## src/core_pkg.sv

```systemverilog
package core_pkg;

  localparam int xlen       = 32;
  localparam int reg_addr_w = 5;
  localparam int ram_addr_w = 10;                // 4 KB of words

  // One-hot ALU operation, bit index per function
  typedef logic [11:0] alu_op_t;
  localparam int alu_add   = 0;
  localparam int alu_sub   = 1;
  localparam int alu_slt   = 2;
  localparam int alu_sltu  = 3;
  localparam int alu_and   = 4;
  localparam int alu_or    = 5;
  localparam int alu_nor   = 6;
  localparam int alu_xor   = 7;
  localparam int alu_sll   = 8;
  localparam int alu_srl   = 9;
  localparam int alu_sra   = 10;
  localparam int alu_lu12i = 11;                 // Passes operand 2

  // One-hot operand source, bit index per source
  typedef logic [2:0] src_sel_t;
  localparam int sel_reg  = 0;                   // Both operands
  localparam int sel_pc   = 1;                   // Operand 1 only
  localparam int sel_zero = 2;                   // Operand 1 only
  localparam int sel_imm  = 1;                   // Operand 2 only
  localparam int sel_four = 2;                   // Operand 2 only

  typedef logic [3:0] br_type_t;
  localparam br_type_t br_none = 4'd0;
  localparam br_type_t br_beq  = 4'd1;
  localparam br_type_t br_bne  = 4'd2;
  localparam br_type_t br_blt  = 4'd3;
  localparam br_type_t br_bge  = 4'd4;
  localparam br_type_t br_bltu = 4'd5;
  localparam br_type_t br_bgeu = 4'd6;
  localparam br_type_t br_b    = 4'd7;
  localparam br_type_t br_bl   = 4'd8;
  localparam br_type_t br_jirl = 4'd9;

  // Bit 3 marks an unsigned byte or half load
  typedef logic [3:0] mem_type_t;
  localparam mem_type_t mem_none  = 4'b0000;
  localparam mem_type_t mem_st_w  = 4'b0001;
  localparam mem_type_t mem_ld_w  = 4'b0010;
  localparam mem_type_t mem_ld_h  = 4'b0011;
  localparam mem_type_t mem_ld_b  = 4'b0100;
  localparam mem_type_t mem_st_b  = 4'b0110;
  localparam mem_type_t mem_st_h  = 4'b0111;
  localparam mem_type_t mem_ld_hu = 4'b1011;
  localparam mem_type_t mem_ld_bu = 4'b1100;

  typedef struct packed {
    logic [xlen-1:0]       pc;
    logic [xlen-1:0]       rdata1;
    logic [xlen-1:0]       rdata2;
    logic [reg_addr_w-1:0] raddr1;
    logic [reg_addr_w-1:0] raddr2;
    logic [xlen-1:0]       imm;
    src_sel_t              src_sel1;
    src_sel_t              src_sel2;
    alu_op_t               alu_op;
    br_type_t              br_type;
    logic                  br_pd;                // Predicted taken at fetch
    logic                  rf_we;
    logic [reg_addr_w-1:0] rf_waddr;
    mem_type_t             mem_type;
  } ex_slot_t;

  typedef struct packed {
    logic                  rf_we;
    logic [reg_addr_w-1:0] rf_waddr;
    logic [xlen-1:0]       alu_result;
    mem_type_t             mem_type;
  } mem_slot_t;

  typedef struct packed {
    logic                  we;
    logic [reg_addr_w-1:0] waddr;
    logic [xlen-1:0]       wdata;
  } wb_port_t;

  function automatic logic is_load(input mem_type_t t);
    return t inside {mem_ld_w, mem_ld_h, mem_ld_b, mem_ld_hu, mem_ld_bu};
  endfunction

endpackage
```

## src/forward_unit.sv

```systemverilog
module forward_unit (
  input  core_pkg::ex_slot_t        ex_a,
  input  core_pkg::ex_slot_t        ex_b,
  input  core_pkg::mem_slot_t       mem_a,
  input  core_pkg::mem_slot_t       mem_b,
  input  core_pkg::wb_port_t        wb_a,
  input  core_pkg::wb_port_t        wb_b,
  output logic [core_pkg::xlen-1:0] opa1,
  output logic [core_pkg::xlen-1:0] opa2,
  output logic [core_pkg::xlen-1:0] opb1,
  output logic [core_pkg::xlen-1:0] opb2
);

  // Newest writer first: MEM B, MEM A, WB B, WB A
  function automatic logic [core_pkg::xlen-1:0] bypass(
    input logic [core_pkg::reg_addr_w-1:0] raddr,
    input logic [core_pkg::xlen-1:0]       rdata,
    input core_pkg::mem_slot_t             m_a,
    input core_pkg::mem_slot_t             m_b,
    input core_pkg::wb_port_t              w_a,
    input core_pkg::wb_port_t              w_b
  );
    if (raddr == '0) begin
      return rdata;                               // r0 stays zero
    end
    if (m_b.rf_we && m_b.rf_waddr == raddr) begin
      return m_b.alu_result;
    end
    if (m_a.rf_we && m_a.rf_waddr == raddr) begin
      return m_a.alu_result;
    end
    if (w_b.we && w_b.waddr == raddr) begin
      return w_b.wdata;
    end
    if (w_a.we && w_a.waddr == raddr) begin
      return w_a.wdata;
    end
    return rdata;
  endfunction

  assign opa1 = bypass(ex_a.raddr1, ex_a.rdata1, mem_a, mem_b, wb_a, wb_b);
  assign opa2 = bypass(ex_a.raddr2, ex_a.rdata2, mem_a, mem_b, wb_a, wb_b);
  assign opb1 = bypass(ex_b.raddr1, ex_b.rdata1, mem_a, mem_b, wb_a, wb_b);
  assign opb2 = bypass(ex_b.raddr2, ex_b.rdata2, mem_a, mem_b, wb_a, wb_b);

endmodule

```

## config.mk

```make
export PLATFORM = sky130hd
export DESIGN_NAME = forward_unit
export DESIGN_NICKNAME = d
export VERILOG_FILES = /design/src/core_pkg.sv /design/src/forward_unit.sv
export SDC_FILE = /design/constraint.sdc
export NUM_CORES = 1
export LEC_CHECK = 0
export ABC_AREA = 1
export BUFFER_PORTS_ARGS = -buffer_cell sky130_fd_sc_hd__buf_4
export CAP_MARGIN = 30
export CORE_AREA = 2 2 245 247
export DETAILED_ROUTE_END_ITERATION = 8
export DIE_AREA = 0 0 247 249
export PLACE_DENSITY_LB_ADDON = 0.3
export SETUP_SLACK_MARGIN = 0.5
export SYNTH_ARGS = -nofsm -noshare
export SYNTH_HDL_FRONTEND = slang
export SYNTH_SLANG_ARGS = --single-unit
```

## constraint.sdc

```tcl
create_clock -name vclk -period 2.21
set_clock_uncertainty 0.15 [all_clocks]
set_input_delay 0.442 -clock vclk [all_inputs]
set_output_delay 0.442 -clock vclk [all_outputs]
set_load 0.02 [all_outputs]
```

* Word-level counts from Yosys, hierarchy flattened
Index checks and enable logic that the tools add are counted.
** Storage, ports and cells
- Output and inout bits :: 128
- Input bits :: 502
- Word-level logic and storage cells :: 136
- Bits in registers :: 0
** Operators by class
- Equality and inequality tests :: 16
- Reductions and logical operators :: 20
- Muxes and demuxes :: 100
** Operators with widths (count)
- $mux 32 :: 40
- $eq 5x5->1 :: 16
- $mux 1 :: 60
- $logic_not 5->1 :: 4
- $logic_and 1x1->1 :: 16

* Logic depth before layout (Yosys ltp)
Gate-level depths: netlist of the first run.
- Word-level depth :: 18
- Depth in mapped cells :: 13
- Mapped depth without buffers :: 11

* Worst setup path before layout of the first run
No wires, ideal clock.
- Path kind :: input -> output
- From :: input port mem_b[38] in the netlist's numbering
- To :: output port opb1[16] in the netlist's numbering
- Setup slack :: -213 ps
- Stages :: 7
- Path buffers :: 2
- Data required time :: 1618 ps
- Data arrival time :: 1831 ps
- Cell sequence :: clkbuf_1 -> xnor2_1 -> o2111ai_1 -> nor2_2 -> buf_2 -> a21oi_1 -> a21oi_1
** Between the ends
- Word-level cells in the longest chain between the ends :: 11
** Ends and longest elaborated chain
- from (decl) :: RTL line forward_unit.sv:5 : input core_pkg::mem_slot_t mem_b,
- $eq 5x5->1 * :: RTL line forward_unit.sv:26 : if (m_b.rf_we && m_b.rf_waddr == raddr) begin
- $logic_and 1x1->1 * :: RTL line forward_unit.sv:26
- $mux 32 :: RTL line forward_unit.sv:26
- $mux 32 :: RTL line forward_unit.sv:29 : if (m_a.rf_we && m_a.rf_waddr == raddr) begin
- $mux 32 :: RTL line forward_unit.sv:32 : if (w_b.we && w_b.waddr == raddr) begin
- $mux 32 :: RTL line forward_unit.sv:35 : if (w_a.we && w_a.waddr == raddr) begin
- $mux 32 :: RTL line forward_unit.sv:38 : return rdata;
- $mux 32 :: RTL line forward_unit.sv:35
- $mux 32 :: RTL line forward_unit.sv:32
- $mux 32 * :: RTL line forward_unit.sv:29
- $mux 32 * :: RTL line forward_unit.sv:26
- to (decl) :: RTL line forward_unit.sv:10 : output logic [core_pkg::xlen-1:0] opb1,
Every way passes the cells marked *; elsewhere a longest branch is shown, timed or not. The select of a mux whose other input is x is not followed.

* Final worst setup path of the first run
- From :: input port mem_b[37] in the netlist's numbering
- To :: output port opa2[3] in the netlist's numbering
** Between the ends
- Word-level cells in the longest chain between the ends :: 11
** Ends and longest elaborated chain
- $eq 5x5->1 * :: RTL line forward_unit.sv:26
- $logic_and 1x1->1 * :: RTL line forward_unit.sv:26
- $mux 32 :: RTL line forward_unit.sv:26
- $mux 32 :: RTL line forward_unit.sv:29
- $mux 32 :: RTL line forward_unit.sv:32
- $mux 32 :: RTL line forward_unit.sv:35
- $mux 32 :: RTL line forward_unit.sv:38
- $mux 32 :: RTL line forward_unit.sv:35
- $mux 32 :: RTL line forward_unit.sv:32
- $mux 32 * :: RTL line forward_unit.sv:29
- $mux 32 * :: RTL line forward_unit.sv:26
- to (decl) :: RTL line forward_unit.sv:9 : output logic [core_pkg::xlen-1:0] opa2,
Marked as above.

==> results list, run 1 <==
- Effective utilization at floorplan: 15.5%
* Setup repair after global routing missed its margin: true
- Cell types occupying the most area after synthesis: sky130_fd_sc_hd__nand2_1, sky130_fd_sc_hd__nand3_1, sky130_fd_sc_hd__nor2_1
* Min-delay worst type: in2out
- The worst hold path begins at ex_b[127].
* Power per cell area: 229 mW/mm^2
* Clock power frac: 0%
* Status: finished with violations
- Worst Path Class, Setup: in2out
* Design Power: slightly below 5 mW
- Detail-routed via count per cell: approximately 5.3
- Count of unresolved DRC violations after routing: 0
* Maximum number of pins on one net before global-route repair: between 40 and 50
- Hold Buf Count CTS: 0
- The core region is just under 0.06 sq mm.
- The hold violation total from the final report was 0.
- In this run the cell area of the synthesized design comes to 0.00908 sq mm.
- On the worst path, the slowest cell contributes a delay of ~0.2 ns.
* Post-route cell area: roughly 0.021 sq mm
- At the worst endpoint, the arrival time is between 2 and 2.5 ns.
* Largest vdd supply drop: between 0.0001 and 0.00015 V
- The final route contains 18.0k vias.
- Critical-path cell list: buf_8 > clkinvlp_4 > buf_4 > nand2_1 > o2111ai_2 > nor2_4 > buf_12 > buf_12 > nor2_1 > nand2_1 > nand2_2 > nand2_1 > buf_6
- Antenna violations before repair: 7
- Total internal power: about 2.1 mW
* Overflow left after global routing: 0
- FMAX: 378 MHz
* Library cell with the largest summed area after synthesis: sky130_fd_sc_hd__nand2_1
* Die area: approximately 0.062 sq mm
* Remaining number of nets flagged by the antenna check after routing: 0
- Once routing completed, OpenROAD measured the worst setup slack at -0.433 ns.
* Synth-to-layout area growth: 135%
* Top Ports: 630
- Net Sw Frac: between 50% and 60%
* Commonest cells post-synth: sky130_fd_sc_hd__nand2_1, sky130_fd_sc_hd__nand3_1, sky130_fd_sc_hd__nor2_1
- Violation count after the first detailed-routing iteration: about 2.2k
- The synthesized netlist contains 28 unique library cells.
- Proportion of synthesized chip area in sequential cells: 0%
- Of the cells placed in the final design, the portion with a size suffix greater than 1 is a little over half.
* Net load switching power: 2.75 mW
* Startpoint of the most critical setup path: mem_b[37]
* Vias in the first global route: 16.2k
* Syn_area_per_cell: 4.43 sq um
* Maximum Capacitance Violations: 0
- After the last flow step, the layout net total stands at between 3k and 4k.
- Violated checks: setup timing
* Top fanout value on the critical path: 9
* Final core area utilization: about 36%
* Worst Path Buf+Inv: 6
- Number of flip-flops and latches: 0
- Number of warnings printed during yosys synthesis: 0
- Post-DP Area: 0.0149 sq mm
* Clock period minus final worst setup slack: 2.64 ns
* Post-detailed-routing wire length: about 93 mm
* Top Family by Delay on Critical Path: buffers and inverters
* Final Wtd Congestion: roughly 0.9
* Critical Path Source Type: input port
- Total number of placement rows: 89
* Endpoints failing setup: 128
- Post-synth top area share: around 30%
- Number of buffer cells added on primary ports: around 430
- The number of nets in the synthesized netlist is about 2.6k.
- Slew at the pin with the worst max-slew slack: between 0.3 and 0.4 ns
* Number of max-slew violations in the final report: 0
* Data required time at the worst endpoint: 1.62 ns
- Among all cell types in the netlist, the one instantiated most often is sky130_fd_sc_hd__nand2_1.
- Number of instances in the synthesized netlist: between 2k and 2.5k
* Hold WS: 1.03 ns
- Number of clock buffers in the layout: 0
- Kind of end point of the critical path: primary output
- Relative slew slack: between 70% and 80%
- In the final routed layout, each cell accounts on average for about 27 um.
- The slowest stage of the critical path belongs to the cell sky130_fd_sc_hd__buf_12.
- Of the total power, combinational logic draws between 90% and 100%.
- The pre-antenna-repair detailed-routing pass consisted of 6 iterations.
* Fraction of power consumed by sequential logic: 0%
* GRT Util Overall: approximately 26%
- Dominant cell type by count on the critical path: sky130_fd_sc_hd__nand2_1
* Detail Placement HPWL: ~57 mm
- The first global-routing pass estimated roughly 120 mm of wire.
- In this run the static leakage power is ~10 nW.
* Final critical-path share of the clock period: 120%
- Adding up every negative setup slack in the final design gives -48.70 ns.
* Chip Height: about 250 um
- FF+latch area: 0 sq um
- Die width: 247 um
stage by stage:
step / setup WS (ns) / instances
4_1_cts: -0.454 / 3322
6_report: -0.433 / 3399
3_5_place_dp: -0.591 / 3243
5_1_grt: -0.520 / 3397
2_1_floorplan: -0.0134 / 2051
3_3_place_gp: -0.589 / 3243
final cells by class:
cell class	instances	area, sq um
antenna	2	5.00
fill	6229	37300
inverter	146	622
multi-input combinational	1747	11000
tap	773	967
timing repair buffer	731	8820
timing repair:
item                                    4_1_cts  5_1_grt
buffers inserted                             47       35
pin swaps                                   136      333
endpoints found under the setup margin      128      128
gates cloned                                 32       40
gates resized for setup                     428      511
tightest hold or removal path: stages:
cell and delay [ns]:
sky130_fd_sc_hd__buf_4 0.09, sky130_fd_sc_hd__nand2_1 0.05, sky130_fd_sc_hd__nand2_2 0.05, sky130_fd_sc_hd__buf_6 0.10
power by group through the flow:
stage	combinational, mW	sequential [mW]	clock [mW]
finish	4.89	0	0.000000122
global route	5.10	0	0
CTS	4.22	0	0
detailed placement	3.48	0	0
global placement	3.49	0	0
floorplan	1.65	0	0
metal layers:
metal / track usage, % / wire, um / vias to the layer above
met5: 0 / 54 / -
met4: 6.92 / 3940 / 8
met3: 5.90 / 10900 / 256
met2: 39.4 / 39600 / 1340
met1: 35.5 / 38600 / 8460
li1: - / - / 7892
layout by cell type (no fill, tap or decap), types with 47 or more instances in the layout:
cell and n:
sky130_fd_sc_hd__nand3_1 130, sky130_fd_sc_hd__nand3_2 247, sky130_fd_sc_hd__nand4_1 98, sky130_fd_sc_hd__nand2_2 188, sky130_fd_sc_hd__buf_4 362, sky130_fd_sc_hd__a21oi_1 112
sky130_fd_sc_hd__buf_12 93, sky130_fd_sc_hd__nand2_1 521, sky130_fd_sc_hd__buf_6 187, sky130_fd_sc_hd__inv_1 111, sky130_fd_sc_hd__nor2_2 47, sky130_fd_sc_hd__nor2_1 204
final timing paths:
path	to	slack (ns)	cells past startpoint
setup / recovery	opa2[3]	-0.43	13
hold / removal	opb1[20]	1.03	4
logic make-up after synthesis:
family	share of synthesized area (%)
simple gates	73.4
buf+inv	14.3
xor+xnor	1.35
compound gates	11.0
Power figures use the tool's default switching activity.
==> run 2: changes to the inputs <==
--- a/config.mk
+++ b/config.mk
@@ -12,7 +12,6 @@
 export DETAILED_ROUTE_END_ITERATION = 8
 export DIE_AREA = 0 0 247 249
 export PLACE_DENSITY_LB_ADDON = 0.3
-export SETUP_SLACK_MARGIN = 0.5
 export SYNTH_ARGS = -nofsm -noshare
 export SYNTH_HDL_FRONTEND = slang
 export SYNTH_SLANG_ARGS = --single-unit
==> constraint.sdc (replaced) <==
create_clock -name vclk -period 3.3
set_clock_uncertainty 0.15 [all_clocks]
set_input_delay 0.66 -clock vclk [all_inputs]
set_output_delay 0.66 -clock vclk [all_outputs]
set_load 0.02 [all_outputs]
==> results list, run 2 (synthesis gave the netlist of run 1 again) <==
- Across all layers, the routed design uses 15.7k vias.
- In this run the static leakage power is 7.33 nW.
- The number of antenna violations at the first check in global routing is 5.
- The via count of the first global-routing pass came to about 15k.
- At the pin with the least slew margin, the transition time is 0.470 ns.
* Kind of end point of the critical path: primary output
- Fill cell total of the finished layout: 6949
* Min-delay worst type: in2out
- Once the floorplan was initialized, standard cells occupied about 15% of the core.
- Maximum number of pins on one net before global-route repair: 65
- Clock period minus final worst setup slack: about 3.3 ns
* Commonest cells after routing, fill and taps aside: sky130_fd_sc_hd__nand2_1, sky130_fd_sc_hd__buf_4, sky130_fd_sc_hd__nand3_1
- After floorplanning, the core was sized to cover 0.0587 sq mm.
- Measured along the x axis, the die boundary spans between 200 and 250 um.
- Counting instances, the worst hold path has a depth of 4.
* Data arrival time at the worst-slack endpoint: approximately 2.5 ns
- After legalization and detailed placement, the total HPWL measured around 55 mm.
- The setup path with the least slack is of type in2out.
- First-pass GRT wire length: approximately 100 mm
- Static timing analysis puts the maximum clock frequency at 307 MHz.
- For this block, the initial DRC count from the detailed router was around 1.7k.
- Length of the first detailed-routing pass in iterations: 5
- The congestion estimate from routability-driven global placement came to 0.889.
* Largest vdd supply drop: roughly 0.000075 V
* Power per cell area: ~160 mW/mm^2
* Data required time at the worst endpoint: 2.49 ns
- Worst hold endpoint: opb2[13]
- Top fanout value on the critical path: 64
- Number of max-slew violations in the final report: 0
* Most common library cell in the layout ignoring fill and taps: sky130_fd_sc_hd__nand2_1
- Relative slew slack: about two thirds
- In the final layout, the multi-input gates occupy ~0.0080 sq mm.
- Setup violations remaining at the end of the flow were counted as 0.
* Setup_tns: 0 ns
* Final core area utilization: 23.3%
* Hold Buf Count CTS: 0
- After layout, the design draws a total of roughly 2.2 mW.
- There are 0 flip-flops and latches.
- From synthesis to final layout, the design area changed by 50.8%.
* Final critical-path share of the clock period: 98.7%
- Max-cap violations in this run came to 0.
- Registers take 0 sq um.
- Count of unresolved DRC violations after routing: 0
- In the final layout, the share of cells above drive strength 1 is 23.4%.
* Grt met2 use: roughly 33%
* GRT busiest layer: met2
- Number of buffer cells added on primary ports: 428
* Die area: 0.0615 sq mm
- For this run, the total global-route usage over all layers was measured as a little over a fifth.
- The hold violation total from the final report came to 0.
* Number of clock buffers in the layout: 0
- Setup repair after global routing missed its margin: false
* Start point of the worst min-delay path: ex_b[88]
* Hold WS: 1.48 ns
- Top Ports: 630
* Chip Height: roughly 250 um
- Summed over all layers, the global routing overflow is 0.
- The count of nets left with antenna violations once routing finished came out at 0.
* Total number of placement rows: between 80 and 90
- The run finished with clean final reports.
* Nets: roughly 2.9k
* Detail-routed via count per cell: between 4 and 5
- Critical Path Source Type: input port
* Global-route met1 utilization: a little under a third
- Dividing the detail-routed wire length by the instance count gives 22.2 um.
* Post-detailed-routing wire length: between 70 and 80 mm
- GR Util met3: roughly 5.9%
run 2: cell count changes in the layout (fill, tap and decap cells not counted), moves of 61 or more:
cell	previous run	this run
sky130_fd_sc_hd__nand2_1	521	745
sky130_fd_sc_hd__buf_12	93	32
sky130_fd_sc_hd__nor2_1	204	284
sky130_fd_sc_hd__nand3_2	247	6
sky130_fd_sc_hd__buf_6	187	2
sky130_fd_sc_hd__nand2_2	188	2
sky130_fd_sc_hd__buf_4	362	471
sky130_fd_sc_hd__nand3_1	130	390
run 2: final cells by class:
cell class	instances	area share [%]
Tap cell	773	7.06
Antenna cell	4	0.0731
Inverter	146	4.00
Timing Repair Buffer	505	30.7
Multi-Input combinational cell	1747	58.2
run 2: worst max path at each step:
stage	startpoint	to	slack, ns	cells after the start
6_report	mem_a[37]	opb2[25]	0.04	12
5_1_grt	mem_a[37]	opb2[25]	0.01	12
2_1_floorplan	mem_b[38]	opb1[16]	0.44	7
3_3_place_gp	wb_b[36]	opa2[31]	0.06	12
4_1_cts	wb_b[36]	opa2[31]	0.05	12
3_5_place_dp	wb_b[36]	opa2[31]	0.06	12
run 2: timing repair:
action                     4_1_cts  5_1_grt
setup buffers                    0        2
resized for setup                0        2
setup endpoints to repair        0       19
run 2: report_power, final:
| group | switching, mW | internal, mW |
|---|---|---|
| combinational | 1.39 | 0.813 |
| clock | 0 | 0.000000163 |
| sequential | 0 | 0 |
| total | 1.39 | 0.813 |
run 2: worst max-delay path, stage by stage:
cell and delay (ns):
sky130_fd_sc_hd__buf_4 0.14, sky130_fd_sc_hd__inv_1 0.15, sky130_fd_sc_hd__o22ai_1 0.10, sky130_fd_sc_hd__nor3_1 0.28
sky130_fd_sc_hd__nand3_4 0.11, sky130_fd_sc_hd__buf_12 0.19, sky130_fd_sc_hd__nor2_1 0.20, sky130_fd_sc_hd__nor2_1 0.06
sky130_fd_sc_hd__nand2_1 0.06, sky130_fd_sc_hd__nand2_1 0.05, sky130_fd_sc_hd__nand2_1 0.13, sky130_fd_sc_hd__buf_4 0.17
run 2: per-layer routing:
metal	wire, um	up-vias
met4	1490	0
met5	0	-
met1	30500	7141
met2	29500	1034
li1	-	7398
met3	9020	118
run 2: per-stage QoR:
step / instances / worst slack [ns] / cell area (sq um)
4_1_cts: 3169 / 0.0486 / 13700
2_1_floorplan: 2051 / 0.441 / 9080
3_3_place_gp: 3169 / 0.0642 / 13700
3_5_place_dp: 3169 / 0.0550 / 13700
5_1_grt: 3171 / 0.00981 / 13700
6_report: 3175 / 0.0421 / 13700
==> run 3: changes to the inputs <==
--- a/config.mk
+++ b/config.mk
@@ -6,11 +6,11 @@
 export NUM_CORES = 1
 export LEC_CHECK = 0
 export ABC_AREA = 1
-export BUFFER_PORTS_ARGS = -buffer_cell sky130_fd_sc_hd__buf_4
 export CAP_MARGIN = 30
-export CORE_AREA = 2 2 245 247
+export CORE_AREA = 2 2 247 249
 export DETAILED_ROUTE_END_ITERATION = 8
-export DIE_AREA = 0 0 247 249
+export DIE_AREA = 0 0 249 251
+export DONT_BUFFER_PORTS = 1
 export PLACE_DENSITY_LB_ADDON = 0.3
 export SYNTH_ARGS = -nofsm -noshare
 export SYNTH_HDL_FRONTEND = slang
==> results list, run 3 (synthesis gave the netlist of run 1 again) <==
- Slew at the pin with the worst max-slew slack: ~0.51 ns
* Final core area utilization: ~18%
- Global routing used between 20% and 30% of the available tracks across all layers.
* Setup repair after global routing missed its margin: false
- Top fanout value on the critical path: 20
- The congestion estimate from routability-driven global placement came to approximately 0.9.
- In the finished design, the share of the clock period the worst path needs comes to a little over nine tenths.
* LEAKAGE: about 5.3 nW
* Endpoints failing setup: 0
- The flow ran to the end, and the final reports show no timing, DRC or antenna violations.
* Number of max-slew violations in the final report: 0
- The design has 0 sequential cells.
- Measured against its own limit, the worst slew margin works out to between 60% and 70%.
- The core region is 0.0598 sq mm.
- The tool flagged a number of max-cap violations equal to 0.
- Buffers placed on the I/O ports in this run total 0.
- Post-route cell area: approximately 0.011 sq mm
* Post-DP Area: around 0.011 sq mm
* Metal1 wirelength: between 30 and 40 mm
* Share of layout cells above drive strength 1: between 7 and 8%
* FMAX: roughly 320 MHz
- IR analysis of the VDD net gives a maximum drop of between 0.00005 and 0.00006 V.
- Pre-CTS WS: between 0.2 and 0.25 ns
- WL met2: just under 30 mm
- The library cell used most frequently in the layout, excluding fill and tap cells, is sky130_fd_sc_hd__nand2_1.
- Summing all flip-flop and latch instances after layout gives 0 sq um.
- Overflow left after global routing: 0
* Vias in the first global route: approximately 13k
- Final hold viol count: 0
- Die area: 0.0625 sq mm
- Data on the critical path is required at its endpoint by between 2 and 2.5 ns.
- Top metal layer carrying routed signals: met5
- Counting instances, the worst hold path has a depth of 2.
- Commonest cells after routing, fill and taps aside: sky130_fd_sc_hd__nand2_1, sky130_fd_sc_hd__nand3_1, sky130_fd_sc_hd__nor2_1
- Chip Height: 251 um
* Wire length per cell: around 25 um
- Detailed placement finished with a half-perimeter wire length of 54.1 mm.
* Post-detailed-routing wire length: between 70 and 80 mm
* Setup slack after layout: between 0.15 and 0.2 ns
- Die width: between 200 and 250 um
- Number of clock buffers in the layout: 0
- The final route contains 14.3k vias.
- Nets: 2481
- Violation count after the first detailed-routing iteration: around 2k
- Number of cells upsized or downsized after cts: 0
- Power spread over the standard cell area amounts to ~150 mW/mm^2.
- After the flow finishes, the layout carries non-filler instances totaling ~2.8k.
* Count of unresolved DRC violations after routing: 0
* Worst Path Class, Setup: in2out
- Entering global routing, the biggest net connects 65 pins.
* Hold Buf Count CTS: 0
- For the final routed database, the setup TNS stands at 0 ns.
- Counting tap cells, the placed design contains a total of between 2k and 3k instances.
- At the worst endpoint, the arrival time is between 2 and 2.5 ns.
* Total number of placement rows: 90
* Clock period minus final worst setup slack: 3.15 ns
- For this design the top-level I/O count stands at 630.
- Antenna violations before repair: 6
- Kind of end point of the critical path: primary output
* Remaining number of nets flagged by the antenna check after routing: 0
- Synth-to-layout area growth: 16.0%
- Detail-routed via count per cell: around 5.2
- First-pass GRT wire length: about 98 mm
- Post-CTS setup-driven buffer insertion count: 0
- Effective utilization at floorplan: 15.2%
* Hold WS: around 1.3 ns
- The path class of the tightest hold or removal check is in2out.
- Met3 wire len: about 9 mm
* Critical Path Source Type: input port
- For this run, the detailed router's first-pass iteration total came to 5.
- Design Power: between 1.5 and 2 mW
==> run 3: routing by layer <==
metal / track usage [%] / vias to the layer above
li1: - / 6548
met1: 29.9 / 6512
met2: 31.5 / 1063
met3: 6.63 / 142
met4: 4.33 / 2
met5: 0 / -
==> run 3: path summary, 6_finish.rpt <==
kind | from | slack, ns | to
setup / recovery | wb_a[37] | 0.15 | opb2[31]
hold / removal | ex_b[107] | 1.35 | opb1[0]
==> run 3: layout make-up <==
type	instances	area, sq um
Multi-Input combinational cell	1747	7970
Tap cell	782	978
Inverter	146	548
Timing Repair Buffer	84	1020
Antenna cell	5	12.5
Fill cell	7208	49300
==> run 3: critical path, cell delays in order <==
cell	delay, ns
sky130_fd_sc_hd__inv_1	0.08
sky130_fd_sc_hd__a21oi_1	0.15
sky130_fd_sc_hd__nand2_1	0.10
sky130_fd_sc_hd__nor2_4	0.25
sky130_fd_sc_hd__buf_4	0.41
sky130_fd_sc_hd__nand3_1	0.13
sky130_fd_sc_hd__nand3_1	0.10
sky130_fd_sc_hd__nand3_1	0.07
sky130_fd_sc_hd__nand2_1	0.08
sky130_fd_sc_hd__nand2_1	0.05
sky130_fd_sc_hd__nand2_1	0.25
==> run 3: where the power goes <==
part             total, mW  internal [mW]  switching, mW
combinational         1.56          0.393           1.17
clock          0.000000161    0.000000161              0
sequential               0              0              0
total                 1.56          0.393           1.17
